## src/verilog/fetch_defines.svh

```systemverilog
`ifndef FETCH_DEFINES_SVH
`define FETCH_DEFINES_SVH

// bus widths and memory size
`define FETCH_ADDR_W    32
`define FETCH_DATA_W    32
`define FETCH_RESET_PC  32'h0000_0000
`define IMEM_DEPTH      256

// major opcodes
`define OPC_LUI     7'b0110111
`define OPC_AUIPC   7'b0010111
`define OPC_JAL     7'b1101111
`define OPC_JALR    7'b1100111
`define OPC_BRANCH  7'b1100011
`define OPC_LOAD    7'b0000011
`define OPC_STORE   7'b0100011
`define OPC_OP_IMM  7'b0010011
`define OPC_OP      7'b0110011
`define OPC_SYSTEM  7'b1110011

// funct3 codes
`define F3_JALR   3'b000
`define F3_LB     3'b000
`define F3_LH     3'b001
`define F3_LW     3'b010
`define F3_LBU    3'b100
`define F3_LHU    3'b101
`define F3_SB     3'b000
`define F3_SH     3'b001
`define F3_SW     3'b010
`define F3_ADDI   3'b000
`define F3_SLTI   3'b010
`define F3_SLTIU  3'b011
`define F3_XORI   3'b100
`define F3_ORI    3'b110
`define F3_ANDI   3'b111
`define F3_SLLI   3'b001
`define F3_SRI    3'b101
`define F3_CSRRW  3'b001
`define F3_CSRRS  3'b010

// funct7 of the immediate shifts
`define F7_SLLI  7'b0000000
`define F7_SRLI  7'b0000000
`define F7_SRAI  7'b0100000

// system words matched as a whole
`define INST_ECALL   32'h0000_0073
`define INST_EBREAK  32'h0010_0073
`define INST_MRET    32'h3020_0073

`endif

```

## src/verilog/fetch_pkg.sv

```systemverilog
`default_nettype none

`include "fetch_defines.svh"

package fetch_pkg;

	// byte address on the read channel
	typedef logic [`FETCH_ADDR_W-1:0] addr_t;

	// one instruction word
	typedef logic [`FETCH_DATA_W-1:0] word_t;

	// read response codes, only two are ever produced
	typedef enum logic [1:0] {
		OKAY   = 2'd0,
		SLVERR = 2'd2
	} resp_t;

	// fetch FSM states
	//   WAIT_ADDR    address channel pending
	//   WAIT_LOAD    data channel pending
	//   HAND_OFF     word handed to the check stage
	//   WAIT_FINISH  waiting for the pipeline to finish
	typedef enum logic [1:0] {
		WAIT_ADDR   = 2'd0,
		WAIT_LOAD   = 2'd1,
		HAND_OFF    = 2'd2,
		WAIT_FINISH = 2'd3
	} fetch_state_t;

endpackage

`default_nettype wire

```

## src/verilog/inst_check.sv

```systemverilog
`default_nettype none

`include "fetch_defines.svh"

module inst_check (
	input  wire                    clk,
	input  wire                    rst,

	input  wire                    fetch_valid_i,
	input  wire fetch_pkg::word_t  fetch_word_i,
	input  wire fetch_pkg::addr_t  fetch_pc_i,
	input  wire                    fetch_err_i,

	output logic                   dec_valid_o,
	output fetch_pkg::word_t       dec_inst_o,
	output fetch_pkg::addr_t       dec_pc_o,
	output logic                   dec_illegal_o
);

	logic [6:0] opcode;
	logic [2:0] f3;
	logic [6:0] f7;
	logic       legal;

	assign opcode = fetch_word_i[6:0];
	assign f3     = fetch_word_i[14:12];
	assign f7     = fetch_word_i[31:25];

	// supported rv32i subset
	always_comb begin
		legal = 1'b0;
		case (opcode)
			`OPC_LUI, `OPC_AUIPC, `OPC_JAL, `OPC_BRANCH, `OPC_OP: begin
				legal = 1'b1;
			end
			`OPC_JALR: begin
				legal = (f3 == `F3_JALR);
			end
			`OPC_LOAD: begin
				legal = (f3 == `F3_LB) || (f3 == `F3_LH) || (f3 == `F3_LW) ||
					(f3 == `F3_LBU) || (f3 == `F3_LHU);
			end
			`OPC_STORE: begin
				legal = (f3 == `F3_SB) || (f3 == `F3_SH) || (f3 == `F3_SW);
			end
			`OPC_OP_IMM: begin
				case (f3)
					`F3_ADDI, `F3_SLTI, `F3_SLTIU, `F3_XORI, `F3_ORI, `F3_ANDI: begin
						legal = 1'b1;
					end
					// shifts need a valid funct7
					`F3_SLLI: legal = (f7 == `F7_SLLI);
					`F3_SRI:  legal = (f7 == `F7_SRLI) || (f7 == `F7_SRAI);
					default:  legal = 1'b0;
				endcase
			end
			`OPC_SYSTEM: begin
				legal = (f3 == `F3_CSRRW) || (f3 == `F3_CSRRS) ||
					(fetch_word_i == `INST_ECALL) ||
					(fetch_word_i == `INST_EBREAK) ||
					(fetch_word_i == `INST_MRET);
			end
			default: begin
				legal = 1'b0;
			end
		endcase
	end

	always_ff @(posedge clk) begin
		if (rst) begin
			dec_valid_o <= 1'b0;
		end else begin
			dec_valid_o <= fetch_valid_i;
		end
	end

	// held until the next fetch
	always_ff @(posedge clk) begin
		if (fetch_valid_i) begin
			dec_inst_o    <= fetch_word_i;
			dec_pc_o      <= fetch_pc_i;
			dec_illegal_o <= !legal || fetch_err_i;
		end
	end

endmodule

`default_nettype wire

```

## config.mk

```make
export PLATFORM = sky130hd
export DESIGN_NAME = inst_check
export DESIGN_NICKNAME = d
export VERILOG_FILES = /design/src/verilog/fetch_pkg.sv /design/src/verilog/inst_check.sv
export VERILOG_INCLUDE_DIRS = /design/src /design/src/verilog
export SDC_FILE = /design/constraint.sdc
export NUM_CORES = 1
export LEC_CHECK = 0
export ABC_AREA = 1
export BUFFER_PORTS_ARGS = -buffer_cell sky130_fd_sc_hd__clkbuf_2
export CAP_MARGIN = 20
export CORE_MARGIN = 5
export CORE_UTILIZATION = 43
export CTS_CLUSTER_SIZE = 16
export DETAILED_ROUTE_END_ITERATION = 6
export PLACE_DENSITY = 0.79
export SETUP_SLACK_MARGIN = 0.15
export SYNTH_ARGS = -nofsm -noshare
export SYNTH_HDL_FRONTEND = slang
export SYNTH_SLANG_ARGS = --single-unit
```

## constraint.sdc

```tcl
create_clock -name clk -period 1.43 [get_ports clk]
set_input_delay 0.286 -clock clk [delete_from_list [all_inputs] [get_ports clk]]
set_output_delay 0.286 -clock clk [all_outputs]
set_load 0.02 [all_outputs]
```

==> flow_summary.json <==
{
  "cts_tree": "done",
  "worstPathArrival_ns": 0.89,
  "synth.most_common_cell": "edfxtp_1",
  "path_cells": "clkbuf_2",
  "die_w_um": 83.8,
  "grt_pass1_wl_um": 8590,
  "layout-drive-gt1-share": 0.507,
  "finalNetCount": 367,
  "fp-row-count": 26,
  "pwr_density_cell_nw_per_um2": 1340,
  "clk_pin_slew_ns": 0.06,
  "placed_cell_area_um2": 3130,
  "finalHoldViolCount": 0,
  "num_io_pins": 134,
  "ctsRootBufferMaster": "clkbuf_8",
  "critPathMaxFanout": 1,
  "crit_slowest_cell": "edfxtp_1",
  "holdWs_ns": 0.121,
  "clock_sinks": 66,
  "dieArea_um2": 7020,
  "syn_nets": 221,
  "cp_num_buf_inv": 1,
  "required_ns": 1.14,
  "mappedNetlistArea_um2": 2340,
  "cts_setup_buffers": 0,
  "yosysUniqueCellTypes": 16,
  "synth_edf_count": 65,
  "m1WireLength_um": 2160,
  "drt_first_pass_iters": 4,
  "gp_congestion": 0.801,
  "finalWirelength_um": 5550,
  "syn_avg_cell_area_um2": 15.3,
  "run_status": "completed",
  "clockBufferDepth": 2,
  "nFillCells": 423,
  "grt.overflow.total": 0,
  "grt_pass1_vias": 1690,
  "route.met2.wl_um": 2860,
  "crit_type": "reg2out",
  "syn_to_final_growth_pct": 42.8,
  "slowest_delay_ns": 0.40,
  "grt_max_degree": 35,
  "synthCells": 153,
  "track_usage": 0.160,
  "slew_viol_final": 0,
  "port_buffers": 133,
  "hpwl_um": 4360,
  "setup_slack_ns": 0.253,
  "fin_setup_tns_ns": 0,
  "drc_errors": 0,
  "ant_nets": 0,
  "startpoint_type": "flip-flop",
  "place_inst": 358,
  "antenna_found_initial": 0,
  "ctsHoldBuffers": 0,
  "dp_slack_ns": 0.0757,
  "cap_viol_max_count": 0,
  "worstHoldPathType": "in2reg",
  "fin_crit_sh": 0.823,
  "synth-seq-cells": 66,
  "ys_async_sr_fraction": 0,
  "htreeDepth": 3,
  "crit_family": "flip-flops",
  "vias": 1678,
  "final_cell_area_um2": 3340,
  "synth_area_leader_cell": "edfxtp_1",
  "rsz0062_at_grt": "no",
  "drtIter0Drc": 76,
  "initial_core_util": 0.450,
  "setup_viol": 0,
  "synth_ff_type": "edfxtp_1",
  "fin_crit_ns": 1.18,
  "die_y_um": 83.8,
  "synth_top_area_frac": 0.834,
  "yosys_warnings": 0,
  "top_layer_used": "met4",
  "wl_met3_um": 448,
  "finalPower_mw": 4.48,
  "num_antenna_cells": 0,
  "fin_util": 0.642,
  "max_slew.worst_pin.slew_ns": 0.269,
  "yosysSeqAreaShare": 0.842,
  "avgViaCountPerCell": 4.49,
  "power_leakage_nw": 1.51,
  "final_cells": 374,
  "relSlewSlack": 0.819,
  "synthTopCellsByArea": "edfxtp_1, nand2_1, nor2_1, inv_1, nand3_1",
  "cts_resized": 0,
  "endpoint_kind": "primary output",
  "core-area_um2": 5200,
  "wire_per_inst_um": 14.8,
  "numCtsBuffers": 9,
  "synth_common_cells": "edfxtp_1, nand2_1, nor2_1, inv_1, nand3_1",
  "clock.fmax_ghz": 0.850,
  "ir_worst_vdd_uv": 631
}
-- flip-flops by register name (all words and copies together) (netlist names) --
| name | cells |
|---|---|
| dec_inst_o | 32 |
| dec_illegal_o | 1 |
| dec_pc_o | 32 |
| dec_valid_o | 1 |
-- cell usage in the layout, fill, tap and decap left out --
| cell type | count |
|---|---|
| o21ai_0 | 2 |
| nand4_1 | 1 |
| edfxtp_1 | 65 |
| or2_0 | 1 |
| nor2_2 | 1 |
| nor2_1 | 26 |
| nand3_1 | 5 |
| nand2_1 | 27 |
| buf_12 | 2 |
| nand3b_1 | 1 |
| nor2_4 | 1 |
| dfxtp_1 | 1 |
| bufinv_16 | 1 |
| inv_1 | 11 |
| clkinv_2 | 1 |
| nand2_2 | 2 |
| clkbuf_1 | 2 |
| inv_2 | 1 |
| a21oi_1 | 4 |
| clkbuf_2 | 133 |
| nor3_1 | 4 |
| clkbuf_8 | 12 |
-- cell type report --
class,count,area [µm²],area share
Clock inverter,2,35.0,0.0105
Multi-Input combinational cell,75,324,0.0970
Tap cell,70,87.6,0.0262
Inverter,12,45.0,0.0135
Clock buffer,14,173,0.0517
Sequential cell,66,1970,0.590
Timing Repair Buffer,135,706,0.211
-- metal layers --
layer | GRT usage | vias up
met5 | 0 | -
met4 | 0.0658 | 0
met3 | 0.0553 | 10
met2 | 0.274 | 80
met1 | 0.183 | 760
li1 | - | 828
-- power by group --
group / total, mW / switching, mW / internal [mW]
sequential: 2.33 / 0.0386 / 2.29
clock: 1.60 / 0.647 / 0.948
combinational: 0.558 / 0.369 / 0.189
total: 4.48 / 1.06 / 3.43
-- final timing paths --
kind	from	cells past startpoint	slack (ns)	end
worst max-delay path	dec_pc_o[16]	1	0.25	dec_pc_o[16]
worst min-delay path	rst	2	0.12	dec_valid_o
-- kinds of logic after synthesis --
| group | share of synthesized area |
|---|---|
| compound gates | 0.0128 |
| buf+inv | 0.0192 |
| simple gates | 0.126 |
| flops | 0.842 |
No activity file was read; power rests on OpenSTA's default activity.
