### config.mk
export PLATFORM = sky130hd
export DESIGN_NAME = fetch_unit
export DESIGN_NICKNAME = d
export VERILOG_FILES = /design/src/verilog/fetch_pkg.sv /design/src/verilog/fetch_unit.sv
export VERILOG_INCLUDE_DIRS = /design/src /design/src/verilog
export SDC_FILE = /design/constraint.sdc
export NUM_CORES = 1
export LEC_CHECK = 0
export BUFFER_PORTS_ARGS = -buffer_cell sky130_fd_sc_hd__buf_4
export CAP_MARGIN = 20
export CORE_MARGIN = 4
export CORE_UTILIZATION = 30
export DETAILED_ROUTE_END_ITERATION = 10
export GPL_TIMING_DRIVEN = 0
export SYNTH_ARGS = -nofsm -noshare
export SYNTH_HDL_FRONTEND = slang
export SYNTH_SLANG_ARGS = --single-unit
### constraint.sdc
create_clock -name clk -period 3.3 [get_ports clk]
set_input_delay 0.66 -clock clk [delete_from_list [all_inputs] [get_ports clk]]
set_output_delay 0.66 -clock clk [all_outputs]
set_load 0.05 [all_outputs]
### src/verilog/fetch_defines.svh
`ifndef FETCH_DEFINES_SVH
`define FETCH_DEFINES_SVH

// bus widths and memory size
`define FETCH_ADDR_W    32
`define FETCH_DATA_W    32
`define FETCH_RESET_PC  32'h0000_0000
`define IMEM_DEPTH      256

// major opcodes
`define OPC_LUI     7'b0110111
`define OPC_AUIPC   7'b0010111
`define OPC_JAL     7'b1101111
`define OPC_JALR    7'b1100111
`define OPC_BRANCH  7'b1100011
`define OPC_LOAD    7'b0000011
`define OPC_STORE   7'b0100011
`define OPC_OP_IMM  7'b0010011
`define OPC_OP      7'b0110011
`define OPC_SYSTEM  7'b1110011

// funct3 codes
`define F3_JALR   3'b000
`define F3_LB     3'b000
`define F3_LH     3'b001
`define F3_LW     3'b010
`define F3_LBU    3'b100
`define F3_LHU    3'b101
`define F3_SB     3'b000
`define F3_SH     3'b001
`define F3_SW     3'b010
`define F3_ADDI   3'b000
`define F3_SLTI   3'b010
`define F3_SLTIU  3'b011
`define F3_XORI   3'b100
`define F3_ORI    3'b110
`define F3_ANDI   3'b111
`define F3_SLLI   3'b001
`define F3_SRI    3'b101
`define F3_CSRRW  3'b001
`define F3_CSRRS  3'b010

// funct7 of the immediate shifts
`define F7_SLLI  7'b0000000
`define F7_SRLI  7'b0000000
`define F7_SRAI  7'b0100000

// system words matched as a whole
`define INST_ECALL   32'h0000_0073
`define INST_EBREAK  32'h0010_0073
`define INST_MRET    32'h3020_0073

`endif

### src/verilog/fetch_pkg.sv
`default_nettype none

`include "fetch_defines.svh"

package fetch_pkg;

	// byte address on the read channel
	typedef logic [`FETCH_ADDR_W-1:0] addr_t;

	// one instruction word
	typedef logic [`FETCH_DATA_W-1:0] word_t;

	// read response codes, only two are ever produced
	typedef enum logic [1:0] {
		OKAY   = 2'd0,
		SLVERR = 2'd2
	} resp_t;

	// fetch FSM states
	//   WAIT_ADDR    address channel pending
	//   WAIT_LOAD    data channel pending
	//   HAND_OFF     word handed to the check stage
	//   WAIT_FINISH  waiting for the pipeline to finish
	typedef enum logic [1:0] {
		WAIT_ADDR   = 2'd0,
		WAIT_LOAD   = 2'd1,
		HAND_OFF    = 2'd2,
		WAIT_FINISH = 2'd3
	} fetch_state_t;

endpackage

`default_nettype wire

### src/verilog/fetch_unit.sv
`default_nettype none

`include "fetch_defines.svh"

module fetch_unit (
	input  wire                    clk,
	input  wire                    rst,

	// pipeline side
	input  wire                    finish_i,
	input  wire                    csr_jmp_i,
	input  wire fetch_pkg::addr_t  csr_pc_i,
	input  wire                    jmp_flag_i,
	input  wire fetch_pkg::addr_t  jmp_target_i,
	input  wire                    branch_request_i,
	input  wire                    branch_flag_i,
	input  wire fetch_pkg::addr_t  branch_target_i,

	// read address channel
	output fetch_pkg::addr_t       ar_addr_o,
	output logic                   ar_valid_o,
	input  wire                    ar_ready_i,

	// read data channel
	input  wire fetch_pkg::word_t  r_data_i,
	input  wire fetch_pkg::resp_t  r_resp_i,
	input  wire                    r_valid_i,
	output logic                   r_ready_o,

	// toward the check stage
	output logic                   fetch_valid_o,
	output fetch_pkg::word_t       fetch_word_o,
	output fetch_pkg::addr_t       fetch_pc_o,
	output logic                   fetch_err_o
);

	localparam logic [3:0] LFSR_SEED = 4'd1;

	fetch_pkg::fetch_state_t state_q;
	fetch_pkg::fetch_state_t state_d;

	fetch_pkg::addr_t pc_q;
	fetch_pkg::addr_t pc_next;
	fetch_pkg::word_t word_q;
	logic             err_q;

	logic [3:0] lfsr_q;
	logic [3:0] delay_q;
	logic [3:0] cnt_q;
	logic       wait_done;
	logic       ar_fire;
	logic       r_fire;
	logic       state_change;

	assign wait_done    = (cnt_q == delay_q);
	assign ar_valid_o   = (state_q == fetch_pkg::WAIT_ADDR) && wait_done;
	assign r_ready_o    = (state_q == fetch_pkg::WAIT_LOAD) && wait_done;
	assign ar_fire      = ar_valid_o && ar_ready_i;
	assign r_fire       = r_ready_o && r_valid_i;
	assign state_change = (state_d != state_q);

	// pc is stable for the whole address phase
	assign ar_addr_o = pc_q;

	assign fetch_valid_o = (state_q == fetch_pkg::HAND_OFF);
	assign fetch_word_o  = word_q;
	assign fetch_pc_o    = pc_q;
	assign fetch_err_o   = err_q;

	// next pc, highest priority first
	always_comb begin
		if (csr_jmp_i) begin
			pc_next = csr_pc_i;
		end else if (jmp_flag_i) begin
			pc_next = jmp_target_i;
		end else if (branch_request_i && branch_flag_i) begin
			pc_next = branch_target_i;
		end else begin
			pc_next = pc_q + 32'd4;
		end
	end

	always_comb begin
		state_d = state_q;
		case (state_q)
			fetch_pkg::WAIT_ADDR: begin
				if (ar_fire) begin
					state_d = fetch_pkg::WAIT_LOAD;
				end
			end
			fetch_pkg::WAIT_LOAD: begin
				if (r_fire) begin
					state_d = fetch_pkg::HAND_OFF;
				end
			end
			fetch_pkg::HAND_OFF: begin
				state_d = fetch_pkg::WAIT_FINISH;
			end
			fetch_pkg::WAIT_FINISH: begin
				if (finish_i) begin
					state_d = fetch_pkg::WAIT_ADDR;
				end
			end
		endcase
	end

	always_ff @(posedge clk) begin
		if (rst) begin
			state_q <= fetch_pkg::WAIT_ADDR;
			pc_q    <= `FETCH_RESET_PC;
		end else begin
			state_q <= state_d;
			if (state_q == fetch_pkg::WAIT_FINISH && finish_i) begin
				pc_q <= pc_next;
			end
		end
	end

	// fibonacci lfsr, taps 4 and 3, free running
	always_ff @(posedge clk) begin
		if (rst) begin
			lfsr_q <= LFSR_SEED;
		end else begin
			lfsr_q <= {lfsr_q[2:0], lfsr_q[3] ^ lfsr_q[2]};
		end
	end

	// wait delay latched on entry to either bus phase
	always_ff @(posedge clk) begin
		if (rst) begin
			delay_q <= LFSR_SEED;
			cnt_q   <= 4'd0;
		end else begin
			if (state_change && (state_d == fetch_pkg::WAIT_ADDR ||
					state_d == fetch_pkg::WAIT_LOAD)) begin
				delay_q <= lfsr_q;
			end
			if (state_change) begin
				cnt_q <= 4'd0;
			end else if (!wait_done) begin
				cnt_q <= cnt_q + 4'd1;
			end
		end
	end

	// capture the returned word on the data transfer
	always_ff @(posedge clk) begin
		if (r_fire) begin
			word_q <= r_data_i;
			err_q  <= (r_resp_i != fetch_pkg::OKAY);
		end
	end

endmodule

`default_nettype wire

==> flow_summary.yaml <==
status:
  status: "finished clean"
global_route:
  grt_pass1_wl_mm: 30.2
  antenna_found_initial: 0
  grt_max_degree: 34
  track_usage_pct: 22.1
  grt_overflow: 0
  grt_pass1_vias: 5408
setup_path:
  worstPathRequired_ps: 2640
  crit_arrival_ps: 1990
  reg2reg_depth: 4
  cp-start-kind: "flip-flop"
  r2r_start: "cnt_q[0]"
  r2r-end: "fetch_word_o[16]"
  crit_path_top_delay_cell: "or2_2"
  rrSetupSlack_ps: 880
  path_cells: "xnor2_1 -> nand4_1 -> or2_2 -> nor2_1 -> buf_4"
  crit_type: "reg2out"
  cp_num_buf_inv: 1
  crit_path_max_incr_delay_ps: 450
  end_kind: "output pin"
  path_max_fanout: 9
  critical-path-top-delay-family: "simple AND/OR/NAND/NOR gates"
sta:
  hold_viol_final: 0
  min_period_ps: 2650
  slew_headroom_pct: 41.8
  worst_clock_skew_ps: 13.3
  fmax_mhz: 378
  min_period_over_period_pct: 80.2
  setup_violations: 0
  grt_setup_unrepaired: "false"
  report.final.slew_viol_count: 0
  fin_ws_ps: 655
  tightest_slew_ps: 871
cts:
  cts_resized: 0
  clk_latency_ps: 350
  cts_tree: "done"
  numCtsBuffers: 9
  cts_root_buf: "clkbuf_16"
  clk_pin_slew_worst_paths_ps: 60
  ctsLongestPathBuffers: 2
  postCtsSetupBuffers: 0
  cts_max_level: 3
  cts_hold_buf: 0
  cts_sinks: 79
placed_design:
  hpwl_mm: 15.6
  post-place-ws_ps: 678
  portBuffers: 235
  gp_congestion: 0.903
min_path:
  hold_path_end: "lfsr_q[1]"
  min_from: "lfsr_q[0]"
  hp-class: "reg2reg"
  hold_depth: 1
synth:
  async_reset_ff_share_pct: 0
  yosys.area.top_type_share_pct: 21.4
  avgSynthCellArea_um2: 8.56
  synth_area_leaders: "edfxtp_1 21%, dfxtp_1 20%, buf_4 5.5%"
  yosysWarnings: 0
  synth_seq_cells: 79
  synth_nets: 683
  synth_cell_types: 71
  syn-cell-area_um2: 4640
  yosysSeqAreaShare_pct: 41.2
  syn_inst: 542
  synth_flop_cell: "dfxtp_1"
  synth-edff-count: 33
  yosysTopAreaCell: "edfxtp_1"
cells_and_area:
  fillers: 1524
  syn_to_final_growth_pct: 49.2
  diodes: 0
  drive_gt1_share_pct: 38.8
  fin_nets: 929
routing:
  ant_nets: 0
  wl_met3_mm: 1.95
  routedWlPerCell_um: 20.3
  avgViaCountPerCell: 5.38
  wl_met1_mm: 8.10
  wl_mm: 19.9
  met2_length_mm: 9.27
  drcViolationCount: 0
  via_count: 5276
  dr.pass1.iters: 5
  drt_first_iter_violations: 345
  top_layer: "met4"
power_and_ir_drop:
  finalPower_w: 0.00266
  p_leak_nw: 2.94
  ir_drop_v: 0.000262
  p_per_area_nw_per_um2: 385
floorplan:
  die_y_um: 132
  core_area_um2: 15200
  die_area_um2: 17500
  fp.dieW_um: 132
  rows: 45
  io_pins: 239
  start_util_pct: 30.5
flow_run:
  drv_cap: 0
worst max path at each step:
stage                         from              end  slack (ps)  depth (start not counted)
final                     cnt_q[0]        r_ready_o         650                          5
after global routing      cnt_q[0]        r_ready_o         490                          5
after CTS                 cnt_q[0]        r_ready_o         630                          5
after detailed placement  finish_i    ar_addr_o[15]         680                          7
after global placement    cnt_q[0]  fetch_word_o[2]        -240                          4
after floorplan           cnt_q[0]      fetch_err_o         290                          4
power by group:
group / leakage [nW] / internal [W] / switching (W)
Clock: 0.125 / 0.000513 / 0.000426
Sequential: 0.669 / 0.00107 / 0.0000412
Combinational: 2.14 / 0.000250 / 0.000362
Total: 2.94 / 0.00183 / 0.000829
final cells by class:
type | instances | area (µm²) | share of cell area, %
Clock buffer | 10 | 229 | 3.31
Sequential cell | 79 | 1910 | 27.6
Multi-Input combinational cell | 388 | 2310 | 33.4
Inverter | 8 | 30.0 | 0.434
Timing Repair Buffer | 235 | 1760 | 25.5
Buffer | 67 | 392 | 5.66
Clock inverter | 6 | 46.3 | 0.669
Tap cell | 188 | 235 | 3.40
flip-flops by register name (all words and copies together) (netlist names):
name / cells
ar_addr_o: 32
delay_q: 4
fetch_err_o: 1
cnt_q: 4
lfsr_q: 4
state_q: 2
fetch_word_o: 32
cell usage after synthesis, types with 3 or more instances:
| master | n |
|---|---|
| a2111oi_0 | 3 |
| a211oi_1 | 7 |
| a21oi_1 | 35 |
| a221oi_1 | 5 |
| a22oi_1 | 6 |
| a31oi_1 | 6 |
| a32oi_1 | 3 |
| and3_1 | 9 |
| and4_1 | 3 |
| buf_2 | 9 |
| buf_4 | 34 |
| clkbuf_1 | 22 |
| dfxtp_1 | 46 |
| edfxtp_1 | 33 |
| inv_1 | 7 |
| mux2i_1 | 9 |
| nand2_1 | 54 |
| nand2b_1 | 6 |
| nand3_1 | 20 |
| nand4_1 | 15 |
| nor2_1 | 56 |
| nor2b_1 | 8 |
| nor3_1 | 14 |
| nor3b_1 | 4 |
| nor4_1 | 5 |
| o211ai_1 | 6 |
| o21a_1 | 6 |
| o21ai_0 | 35 |
| o22ai_1 | 7 |
| or4_1 | 4 |
| xnor2_1 | 11 |
| xor2_1 | 4 |
metal layers:
metal | GRT usage, % | vias to the layer above
li1 | - | 2472
met1 | 26.4 | 2465
met2 | 37.2 | 301
met3 | 6.60 | 38
met4 | 8.60 | 0
met5 | 0 | -
cell families after synthesis:
logic type	count (synthesis)	synth area share [%]
AO/OA/AOI/OAI	143	20.0
XOR/XNOR	15	2.83
adder cells (fa/ha/maj)	2	0.539
buffers and inverters	75	9.09
flip-flops	79	41.2
multiplexers	9	1.94
AND/OR/NAND/NOR	219	24.4
cells in the final DEF (no fill, tap or decap), types with 4 or more instances in the layout:
cell | netlist | layout
nor4_1 | 5 | 5
or4_1 | 4 | 4
and3_1 | 9 | 9
inv_1 | 7 | 7
dfxtp_1 | 46 | 46
nor3b_1 | 4 | 4
nand2b_1 | 6 | 6
o21ai_0 | 35 | 35
mux2i_1 | 9 | 9
nand2_1 | 54 | 54
clkbuf_1 | 22 | 23
nor2_1 | 56 | 55
a21oi_1 | 35 | 35
a22oi_1 | 6 | 6
edfxtp_1 | 33 | 33
nor3_1 | 14 | 14
xnor2_1 | 11 | 11
o211ai_1 | 6 | 6
nor2b_1 | 8 | 8
a221oi_1 | 5 | 5
nand4_1 | 15 | 15
buf_4 | 34 | 269
xor2_1 | 4 | 4
a211oi_1 | 7 | 7
o22ai_1 | 7 | 7
a31oi_1 | 6 | 6
clkbuf_16 | 0 | 9
o21a_1 | 6 | 6
nand3_1 | 20 | 20
buf_2 | 9 | 9
metrics by stage:
step / TNS (ps) / instances / util [%] / cell area (µm²) / hold slack (ps)
detailed placement: 0 / 965 / 43.7 / 6650 / 461
floorplan: 0 / 542 / - / 4640 / 437
global route: 0 / 981 / 45.5 / 6920 / 483
global placement: -7860 / 965 / 43.7 / 6640 / 462
CTS: 0 / 981 / 45.5 / 6920 / 472
finish: 0 / 981 / 45.5 / 6920 / 469
Power figures use the tool's default switching activity.
